--- src/verilog/display_defs.svh ---
`ifndef DISPLAY_DEFS_SVH
`define DISPLAY_DEFS_SVH

////////////////////////////////////////////////////////////////////////////
// frame geometry
////////////////////////////////////////////////////////////////////////////

// default visible area in pixels
`define DISPLAY_AREA_H 640
`define DISPLAY_AREA_V 480

////////////////////////////////////////////////////////////////////////////
// pixel memory
////////////////////////////////////////////////////////////////////////////

// one word per pixel, linear address y*H+x
// 19 bits covers 640x480
`define DISPLAY_ADDR_W 19

`endif

--- src/verilog/display_cmd_pkg.sv ---
package display_cmd_pkg;

	// host opcode in bits 31:30 of every command word
	typedef enum logic [1:0] {
		COLOR   = 2'd0,
		CLEAR   = 2'd1,
		PLOT    = 2'd2,
		ILLEGAL = 2'd3
	} cmd_op_e;

	// COLOR and CLEAR carry an rgb value
	typedef struct packed {
		cmd_op_e     op;
		logic [5:0]  rsvd;
		logic [23:0] rgb;
	} cmd_color_view_t;

	// PLOT carries a coordinate pair
	typedef struct packed {
		cmd_op_e     op;
		logic        rsvd;
		logic [9:0]  x;
		logic [8:0]  y;
		logic [9:0]  spare;
	} cmd_point_view_t;

	typedef union packed {
		cmd_color_view_t color;
		cmd_point_view_t point;
	} cmd_word_u;

	typedef struct packed {
		cmd_op_e     op;
		logic [23:0] color;
		logic [9:0]  x;
		logic [8:0]  y;
		logic        illegal;
	} cmd_decoded_t;

endpackage

--- src/verilog/display_mem_pkg.sv ---
package display_mem_pkg;

	`include "display_defs.svh"

	// packed in memory order, r in the top byte
	typedef struct packed {
		logic [7:0] r;
		logic [7:0] g;
		logic [7:0] b;
	} pixel_rgb_t;

	// one entry of the stream between sequencer and write port
	// we low means no memory access, only completion bookkeeping
	typedef struct packed {
		logic                       we;
		logic [`DISPLAY_ADDR_W-1:0] addr;
		pixel_rgb_t                 rgb;
		logic                       last;
		logic                       err;
	} pix_write_t;

endpackage

--- src/verilog/display_cmd_decoder.sv ---
`timescale 1ns/1ps

module display_cmd_decoder (
	input  logic                          iCLOCK,
	input  logic                          inRESET,
	input  logic                          reset_sync,
	input  logic                          cmd_valid,
	input  display_cmd_pkg::cmd_word_u    cmd_word,
	input  logic                          done,
	output logic                          busy,
	output logic                          dec_valid,
	output display_cmd_pkg::cmd_decoded_t dec_cmd
);
	import display_cmd_pkg::*;

	cmd_word_u   cmd_q;
	logic [23:0] plot_color;
	logic        accept;

	// a strobe while busy is dropped
	assign accept = cmd_valid && !busy;

	always_ff @(posedge iCLOCK or negedge inRESET) begin
		if (!inRESET) begin
			busy       <= 1'b0;
			dec_valid  <= 1'b0;
			plot_color <= 24'h0;
		end else if (reset_sync) begin
			busy       <= 1'b0;
			dec_valid  <= 1'b0;
			plot_color <= 24'h0;
		end else begin
			dec_valid <= accept;
			if (accept) begin
				busy <= 1'b1;
			end else if (done) begin
				busy <= 1'b0;
			end
			// latched for later PLOTs
			if (accept && cmd_word.color.op == COLOR) begin
				plot_color <= cmd_word.color.rgb;
			end
		end
	end

	always_ff @(posedge iCLOCK) begin
		if (accept) begin
			cmd_q <= cmd_word;
		end
	end

	////////////////////////////////////////////////////////////////////////////
	// decode through the view picked by the opcode
	////////////////////////////////////////////////////////////////////////////

	always_comb begin
		dec_cmd         = '0;
		dec_cmd.op      = cmd_q.color.op;
		dec_cmd.illegal = 1'b0;
		case (cmd_q.color.op)
			COLOR, CLEAR: begin
				dec_cmd.color = cmd_q.color.rgb;
			end
			PLOT: begin
				dec_cmd.color = plot_color;
				dec_cmd.x     = cmd_q.point.x;
				dec_cmd.y     = cmd_q.point.y;
			end
			default: begin
				dec_cmd.illegal = 1'b1;
			end
		endcase
	end

endmodule

--- src/verilog/display_fill_sequencer.sv ---
`timescale 1ns/1ps

`include "display_defs.svh"

module display_fill_sequencer #(
	parameter int AREA_H = `DISPLAY_AREA_H,
	parameter int AREA_V = `DISPLAY_AREA_V
) (
	input  logic                          iCLOCK,
	input  logic                          inRESET,
	input  logic                          reset_sync,
	input  logic                          dec_valid,
	input  display_cmd_pkg::cmd_decoded_t dec_cmd,
	input  logic                          wr_ready,
	output logic                          wr_valid,
	output display_mem_pkg::pix_write_t   wr_item
);
	import display_cmd_pkg::*;
	import display_mem_pkg::*;

	localparam int ADDR_W = `DISPLAY_ADDR_W;
	localparam logic [ADDR_W-1:0] LAST_ADDR = ADDR_W'(AREA_H * AREA_V - 1);

	typedef enum logic [1:0] {
		S_IDLE,
		S_FILL,
		S_SINGLE
	} state_e;

	state_e            state;
	logic [ADDR_W-1:0] addr_q;
	logic [ADDR_W-1:0] plot_addr;
	pixel_rgb_t        rgb_q;
	logic              we_q;
	logic              err_q;
	logic              in_range;
	logic              is_last;

	assign in_range  = (int'(dec_cmd.x) < AREA_H) && (int'(dec_cmd.y) < AREA_V);
	assign plot_addr = ADDR_W'(dec_cmd.y) * ADDR_W'(AREA_H) + ADDR_W'(dec_cmd.x);

	////////////////////////////////////////////////////////////////////////////
	// state machine and address counter
	////////////////////////////////////////////////////////////////////////////

	always_ff @(posedge iCLOCK or negedge inRESET) begin
		if (!inRESET) begin
			state  <= S_IDLE;
			addr_q <= '0;
			we_q   <= 1'b0;
			err_q  <= 1'b0;
		end else if (reset_sync) begin
			state  <= S_IDLE;
			addr_q <= '0;
			we_q   <= 1'b0;
			err_q  <= 1'b0;
		end else begin
			case (state)
				S_IDLE: begin
					if (dec_valid) begin
						addr_q <= '0;
						we_q   <= 1'b0;
						err_q  <= dec_cmd.illegal;
						case (dec_cmd.op)
							CLEAR: begin
								state <= S_FILL;
								we_q  <= 1'b1;
							end
							PLOT: begin
								state <= S_SINGLE;
								if (in_range) begin
									we_q   <= 1'b1;
									addr_q <= plot_addr;
								end else begin
									err_q <= 1'b1;
								end
							end
							// COLOR and illegal only report completion
							default: begin
								state <= S_SINGLE;
							end
						endcase
					end
				end
				S_FILL: begin
					if (wr_ready) begin
						if (is_last) begin
							state <= S_IDLE;
						end else begin
							addr_q <= addr_q + 1'b1;
						end
					end
				end
				S_SINGLE: begin
					if (wr_ready) begin
						state <= S_IDLE;
					end
				end
				default: begin
					state <= S_IDLE;
				end
			endcase
		end
	end

	always_ff @(posedge iCLOCK) begin
		if (state == S_IDLE && dec_valid) begin
			rgb_q <= pixel_rgb_t'(dec_cmd.color);
		end
	end

	assign is_last  = (state == S_SINGLE) || (addr_q == LAST_ADDR);
	assign wr_valid = (state != S_IDLE);
	assign wr_item  = '{we: we_q, addr: addr_q, rgb: rgb_q, last: is_last, err: err_q};

endmodule

--- src/verilog/display_write_port.sv ---
`timescale 1ns/1ps

`include "display_defs.svh"

module display_write_port (
	input  logic                             iCLOCK,
	input  logic                             inRESET,
	input  logic                             reset_sync,
	input  logic                             wr_valid,
	input  display_mem_pkg::pix_write_t      wr_item,
	input  logic                             mem_busy,
	output logic                             wr_ready,
	output logic                             mem_valid,
	output logic [`DISPLAY_ADDR_W-1:0]       mem_addr,
	output display_mem_pkg::pixel_rgb_t      mem_data,
	output logic                             finish,
	output logic                             cmd_error
);
	import display_mem_pkg::*;

	pix_write_t out_item;
	pix_write_t skid_item;
	pix_write_t next_item;
	logic       out_valid;
	logic       skid_valid;
	logic       skid_next;
	logic       wr_fire;
	logic       mem_fire;
	logic       out_free;
	logic       src_valid;
	logic       load_out;
	logic       retire;

	assign wr_fire   = wr_valid && wr_ready;
	assign mem_fire  = out_valid && !mem_busy;
	// output register empties or moves on this cycle
	assign out_free  = !out_valid || !mem_busy;
	// skid entry is always older than the incoming item
	assign src_valid = skid_valid || wr_fire;
	assign next_item = skid_valid ? skid_item : wr_item;
	assign load_out  = out_free && src_valid && next_item.we;
	assign retire    = out_free && src_valid && !next_item.we;
	assign skid_next = !out_free && src_valid;

	always_ff @(posedge iCLOCK or negedge inRESET) begin
		if (!inRESET) begin
			out_valid  <= 1'b0;
			skid_valid <= 1'b0;
			wr_ready   <= 1'b1;
			finish     <= 1'b0;
			cmd_error  <= 1'b0;
		end else if (reset_sync) begin
			out_valid  <= 1'b0;
			skid_valid <= 1'b0;
			wr_ready   <= 1'b1;
			finish     <= 1'b0;
			cmd_error  <= 1'b0;
		end else begin
			if (load_out) begin
				out_valid <= 1'b1;
			end else if (mem_fire) begin
				out_valid <= 1'b0;
			end
			skid_valid <= skid_next;
			wr_ready   <= !skid_next;
			finish     <= (mem_fire && out_item.last) || (retire && next_item.last);
			cmd_error  <= (mem_fire && out_item.last && out_item.err)
				|| (retire && next_item.last && next_item.err);
		end
	end

	always_ff @(posedge iCLOCK) begin
		if (load_out) begin
			out_item <= next_item;
		end
		if (wr_fire && !out_free) begin
			skid_item <= wr_item;
		end
	end

	assign mem_valid = out_valid;
	assign mem_addr  = out_item.addr;
	assign mem_data  = out_item.rgb;

endmodule

--- src/verilog/display_pipeline_top.sv ---
`timescale 1ns/1ps

`include "display_defs.svh"

module display_pipeline_top #(
	parameter int AREA_H = `DISPLAY_AREA_H,
	parameter int AREA_V = `DISPLAY_AREA_V
) (
	input  logic                          iCLOCK,
	input  logic                          inRESET,
	input  logic                          reset_sync,
	input  logic                          cmd_valid,
	input  display_cmd_pkg::cmd_word_u    cmd_word,
	input  logic                          mem_busy,
	output logic                          busy,
	output logic                          finish,
	output logic                          cmd_error,
	output logic                          mem_valid,
	output logic [`DISPLAY_ADDR_W-1:0]    mem_addr,
	output display_mem_pkg::pixel_rgb_t   mem_data
);
	import display_cmd_pkg::*;
	import display_mem_pkg::*;

	logic         dec_valid;
	cmd_decoded_t dec_cmd;
	logic         wr_valid;
	logic         wr_ready;
	pix_write_t   wr_item;

	////////////////////////////////////////////////////////////////////////////
	// decode -> sequence -> memory write
	////////////////////////////////////////////////////////////////////////////

	display_cmd_decoder u_decoder (
		.iCLOCK     (iCLOCK),
		.inRESET    (inRESET),
		.reset_sync (reset_sync),
		.cmd_valid  (cmd_valid),
		.cmd_word   (cmd_word),
		.done       (finish),
		.busy       (busy),
		.dec_valid  (dec_valid),
		.dec_cmd    (dec_cmd)
	);

	display_fill_sequencer #(
		.AREA_H (AREA_H),
		.AREA_V (AREA_V)
	) u_sequencer (
		.iCLOCK     (iCLOCK),
		.inRESET    (inRESET),
		.reset_sync (reset_sync),
		.dec_valid  (dec_valid),
		.dec_cmd    (dec_cmd),
		.wr_ready   (wr_ready),
		.wr_valid   (wr_valid),
		.wr_item    (wr_item)
	);

	display_write_port u_write_port (
		.iCLOCK     (iCLOCK),
		.inRESET    (inRESET),
		.reset_sync (reset_sync),
		.wr_valid   (wr_valid),
		.wr_item    (wr_item),
		.mem_busy   (mem_busy),
		.wr_ready   (wr_ready),
		.mem_valid  (mem_valid),
		.mem_addr   (mem_addr),
		.mem_data   (mem_data),
		.finish     (finish),
		.cmd_error  (cmd_error)
	);

endmodule

--- config.mk ---
export PLATFORM = sky130hd
export DESIGN_NAME = display_pipeline_top
export DESIGN_NICKNAME = d
export VERILOG_FILES = /design/src/verilog/display_cmd_pkg.sv /design/src/verilog/display_mem_pkg.sv /design/src/verilog/display_cmd_decoder.sv /design/src/verilog/display_fill_sequencer.sv /design/src/verilog/display_write_port.sv /design/src/verilog/display_pipeline_top.sv
export VERILOG_INCLUDE_DIRS = /design/src /design/src/verilog
export SDC_FILE = /design/constraint.sdc
export NUM_CORES = 1
export LEC_CHECK = 0
export ABC_AREA = 1
export ABC_CLOCK_PERIOD_IN_PS = 6350
export BUFFER_PORTS_ARGS = -buffer_cell sky130_fd_sc_hd__buf_2
export CAP_MARGIN = 10
export CORE_UTILIZATION = 32
export CTS_BUF_LIST = sky130_fd_sc_hd__clkbuf_4 sky130_fd_sc_hd__clkbuf_8 sky130_fd_sc_hd__clkbuf_16
export CTS_CLUSTER_DIAMETER = 100
export CTS_CLUSTER_SIZE = 25
export DETAILED_ROUTE_END_ITERATION = 7
export HOLD_SLACK_MARGIN = 0.03
export SYNTH_ARGS = -nofsm -noshare
export SYNTH_HDL_FRONTEND = slang
export SYNTH_HIERARCHICAL = 1
export SYNTH_SLANG_ARGS = --single-unit
--- constraint.sdc ---
create_clock -name iCLOCK -period 6.35 [get_ports iCLOCK]
set_input_delay 0.635 -clock iCLOCK [delete_from_list [all_inputs] [get_ports iCLOCK]]
set_output_delay 0.635 -clock iCLOCK [all_outputs]
set_load 0.05 [all_outputs]
# Yosys cells after proc, flatten, opt, wreduce, memory -nomap -nowiden
# Cells that the tools add are included.
# op_classes
add_sub_neg,2
multipliers,1
magnitude_cmp,2
n_eq_ne,10
mux,41
reduce_logical,41
# ops
op,count
$mux 19,7
$mux 24,2
$pmux 24 s2,1
$mux 46,1
$pmux 19 s2,1
$mux 1,21
$add 19x1->19 const B,1
$add 19x10->19,1
$eq 19x19->1 const B,1
$logic_and 1x1->1,15
$mul 9x3->12 const B,1
$mux 2,6
$lt 10x10->1 const B,1
$lt 9x9->1 const B,1
$ne 3x2->1 const B,3
$reduce_bool 3->1,3
$reduce_and 4->1,2
$reduce_bool 2->1,4
$logic_not 1->1,6
$logic_not 2->1,3
$ne 3x3->1 const B,2
$pmux 2 s3,1
$logic_or 1x1->1,5
$eq 2x1->1 const B,2
5 further kinds,6
# word_totals
ff_bits,201
in_bits,37
out_inout_bits,47
elab_cells,126

# Depth between registers and ports, before layout
# depth
ltp_word,9
depth_mapped,19
ltp_nobuf,19

# Hierarchy
# Netlist, hierarchy kept.
# modules_own_cells
mod,instances,cells_each,area_per_inst_um2,seq_area_each_um2
display_write_port,1,311,3891.2,2859.0
display_fill_sequencer,1,411,3270.6,1296.2
display_cmd_decoder,1,260,2631.3,1581.5

# Worst setup path after synthesis
# OpenSTA, ideal clock, no wires.
# synth_timing
path_type,register -> register
start,"register u_write_port.out_valid, in the netlist u_write_port/mem_valid"
end,"register u_write_port/skid_item[0] in the netlist's numbering, enable pin"
setup_ns,0.450
arrival_time_ns,2.784
t_required_ns,5.900
path_slack_ns,3.116
path_stages_with_launch,3
n_path_buf,0
synth_period_minus_slack_ns,3.234
cell_sequence,dfrtp_1 nand2_1 nor2_1
# synth_via
elab_chain_len,4
# synth_lines
element,line,source
from (decl),display_write_port.sv:24,logic out_valid;
from (signal assigned),display_write_port.sv:47,out_valid <= 1'b0;
from (signal assigned),display_write_port.sv:53,out_valid <= 1'b0;
from (signal assigned),display_write_port.sv:60,out_valid <= 1'b1;
$logic_not 1->1,display_write_port.sv:37,assign out_free = !out_valid || !mem_busy;
$logic_or 1x1->1,display_write_port.sv:37,
$logic_not 1->1,display_write_port.sv:76,if (wr_fire && !out_free) begin
$logic_and 1x1->1,display_write_port.sv:76,
to (signal assigned),display_write_port.sv:77,skid_item <= wr_item;
to (decl),display_write_port.sv:22,pix_write_t skid_item;
# No other way between the ends.
# A chain may end at the register's enable or synchronous reset.

==> results_dict.tcl <==
set metrics [dict create \
    ant_nets 0 \
    drt_iter0_markers 538 \
    crit_top_cell "nand2_1" \
    io_buffer_count 82 \
    finClkSkew_ns 0.01700 \
    status "finished clean" \
    postCtsSetupRepairBufs 0 \
    die_x_microns 176.9 \
    endpoint_kind "flip-flop" \
    fmax_mhz 275.0 \
    cts_buffers 17 \
    synth-edff-count 146 \
    cp.depth 19 \
    p_total_mw 2.807 \
    reg2reg_slack_ns 2.71 \
    hold_viol 0 \
    drc 0 \
    ios 84 \
    die-height_microns 176.9 \
    worst_slew_pin_slew_ns 0.9289 \
    cts_buffer_depth 2 \
    synth-seq-cells 200 \
    vias 6533 \
    antenna_found_initial 5 \
    synth_area_sq_um 9793 \
    firstDrtPassIters 7 \
    clk-insertion-delay-late_ns 0.44 \
    die-area_sq_um 31310 \
    finalCritPeriodShare 0.5727 \
    dp_hpwl_microns 13870 \
    crit_chain "inv_2, nand2_2, nor2_1, ha_1, ha_1, fa_1, nand2_1, nand2_1, nand3_1, nand2_1, nand2_1, nand2_1, nor2_1, nand2_1, nand2_1, nand2_1, nand2_1, nand2_1, nand2_1" \
    std_cell_rows 63 \
    synth_nets 1041 \
    critPathMaxStageDelay_ns 0.45 \
    cts_tree "yes" \
    worstPathRequired_ns 6.72 \
    fillers 2988 \
    routabilityCongestion 0.8604 \
    cts.repair.resized 0 \
    place_inst 1380 \
    grt_max_degree 58 \
    grt_pass1_wl_microns 32920 \
    yosysUniqueCellTypes 43 \
    total_leakage_power_nw 4.674 \
    pre_cts_ws_ns 2.720 \
    worst_slack_ns 2.713 \
    path_buf_inv 1 \
    coreArea_sq_um 29870 \
    grt_overflow 0 \
    dpl-instance-area_sq_um 10180 \
    power_density_nw_per_um2 260.5 \
    post_drt_wl_per_cell_microns 14.16 \
    slew_viol_final 0 \
    yosys.area.top_type "edfxtp_1" \
    path_clk_slew_ns 0.07 \
    peakVddDrop_uv 183.2 \
    reg2reg_from "u_decoder/cmd_q[30]" \
    rsz0062_at_grt "false" \
    layout-drive-gt1-share 0.1820 \
    setup_tns_ns 0 \
    grtUsageTotal 0.1346 \
    drt_wl_total_microns 20020 \
    postSynthCellCount 982 \
    drv_cap 0 \
    yosys_most_used_dff "edfxtp_1" \
    period_needed_ns 3.637 \
    r2r_cells 19 \
    setup_viol 0 \
    cp.arrival_ns 4.00 \
    cp-startpoint "u_decoder/cmd_q[30]" \
    routed_via_density 4.620 \
    synthTopCellsByArea "edfxtp_1, dfrtp_1, nand2_1, buf_4, nand3_1" \
    htreeDepth 4 \
    critPathMaxFanout 25 \
    ys_async_sr_fraction 0.2700 \
    initial_core_util 0.3278 \
    avgSynthCellArea_sq_um 9.973 \
    critical_path_class "reg -> reg" \
    critPathCapture "u_sequencer/addr_q[18]" \
    min_path_type "in -> async" \
    seq_area_sq_um 5738 \
    crit-reg2reg-capture "u_sequencer/addr_q[18]" \
    areaGrowthSynthToFinish_pct 10.04 \
    final_nets 1068 \
    multi_input_comb_area_sq_um 3129 \
    fin_cells 1414 \
    hold_buffers 0 \
    ys_warn_count 6 \
    cts_sinks 200 \
    synth_seq_area_share 0.5858 \
    cp_top_family "simple AND/OR/NAND/NOR gates" \
    first_global_vias 6245 \
    crit_slowest_cell "edfxtp_1" \
    maxSlewHeadroom 0.3799 \
    final_cell_area_sq_um 10780 \
    synthDominantCellAreaShare 0.4477 \
    clockRootBuffer "clkbuf_16" \
    start_kind "flip-flop" \
]
## cell usage after synthesis (2+ instances only)
cell type / instances
nand2_4: 2
a21oi_2: 2
nand2_2: 10
o21bai_1: 2
fa_1: 2
nand3_2: 19
xnor2_1: 3
nor2_1: 49
xor2_1: 3
clkbuf_1: 5
nor2_4: 4
nor3_1: 9
nand2_1: 286
buf_4: 54
o22ai_2: 2
or2_2: 3
buf_6: 7
a21oi_1: 11
o21ai_0: 44
dfrtp_1: 53
inv_1: 88
inv_2: 6
o22ai_1: 4
ha_1: 20
edfxtp_1: 146
o21ai_2: 8
buf_2: 15
nand4_1: 29
nand3b_1: 2
nand3_1: 81
## layer usage
metal	up-vias	track usage	wire length [microns]
li1	3303	-	-
met1	3080	0.1801	9394
met2	117	0.2104	9171
met3	27	0.03630	1098
met4	6	0.04346	321
met5	-	0	38
## worst reg2reg max path, delay by kind of cell (launching register included)
kind | cells | cell delay (ns)
simple gates | 15 | 1.76
fa+ha+maj | 3 | 0.97
flops | 1 | 0.45
buf+inv | 1 | 0.40
## metrics by stage
| step | hold WS (ns) | utilization |
|---|---|---|
| 2_1_floorplan | 0.3394 | - |
| 3_3_place_gp | 0.4312 | 0.3407 |
| 3_5_place_dp | 0.4348 | 0.3407 |
| 4_1_cts | 0.3388 | 0.3606 |
| 5_1_grt | 0.3535 | 0.3606 |
| 6_report | 0.3620 | 0.3607 |
## area by class of cell
type | count | share of cell area
well taps | 390 | 0.04528
repair buffers | 89 | 0.04296
inverters | 95 | 0.03332
multi-input cells | 606 | 0.2904
clock buffers | 18 | 0.04017
flip-flops and latches | 200 | 0.5324
diodes | 2 | 0.0004644
clock inverters | 14 | 0.01498
## power breakdown
part           switching (mW)  total (mW)  internal [mW]  leakage (nW)
Clock                   0.497        1.09          0.597         0.289
Combinational           0.172       0.237         0.0653          2.30
Sequential             0.0272        1.48           1.45          2.09
## state kept, by name, indices dropped and copies added, names as in the netlist
signal and flops:
u_sequencer/wr_item 24, u_decoder/plot_color 24, u_write_port/finish 1, u_decoder/dec_valid 1, u_sequencer/state 2, u_decoder/cmd_q 31, u_write_port/skid_valid 1, u_write_port/cmd_error 1
u_write_port/out_item 2, u_sequencer/we_q 1, u_write_port/wr_ready 1, u_decoder/busy 1, u_write_port/mem_valid 1, u_sequencer/addr_q 19, u_write_port/mem_addr 19, u_write_port/skid_item 46
u_write_port/mem_data 24, u_sequencer/err_q 1
## how the worst min path moves through the flow
stage               cells after the start                   endpoint  slack (ns)              startpoint
floorplan                               0             u_decoder/busy        0.34                 inRESET
global placement                        0  u_write_port/skid_item[3]        0.43  u_sequencer/wr_item[3]
detailed placement                      0  u_write_port/skid_item[6]        0.43  u_sequencer/wr_item[6]
CTS                                     1        u_decoder/cmd_q[27]        0.34            cmd_word[27]
global route                            1        u_decoder/cmd_q[24]        0.35            cmd_word[24]
finish                                  2      u_sequencer/addr_q[6]        0.36                 inRESET
## cell families after synthesis
group / count (synthesis) / share of synthesized area
xor gates and xnor gates: 6 / 0.005367
AOI/OAI and AO/OA: 79 / 0.04868
buffers and inverters: 176 / 0.09570
adders and majority gates: 22 / 0.02964
DFF: 200 / 0.5858
and+or+nand+nor: 499 / 0.2348
## cell usage in the layout (no fill, tap or decap), types with 8 or more instances in the layout
cell type	Yosys	layout
nor2_1	49	47
clkbuf_16	0	17
ha_1	20	20
buf_2	15	82
dfrtp_1	53	52
a21oi_1	11	11
nand3_1	81	81
o21ai_0	44	44
inv_1	88	87
nand2_2	10	10
nand4_1	29	29
nand2_1	286	286
nand3_2	19	19
edfxtp_1	146	146
nor3_1	9	9
o21ai_2	8	8
No activity file was read; power rests on OpenSTA's default activity.
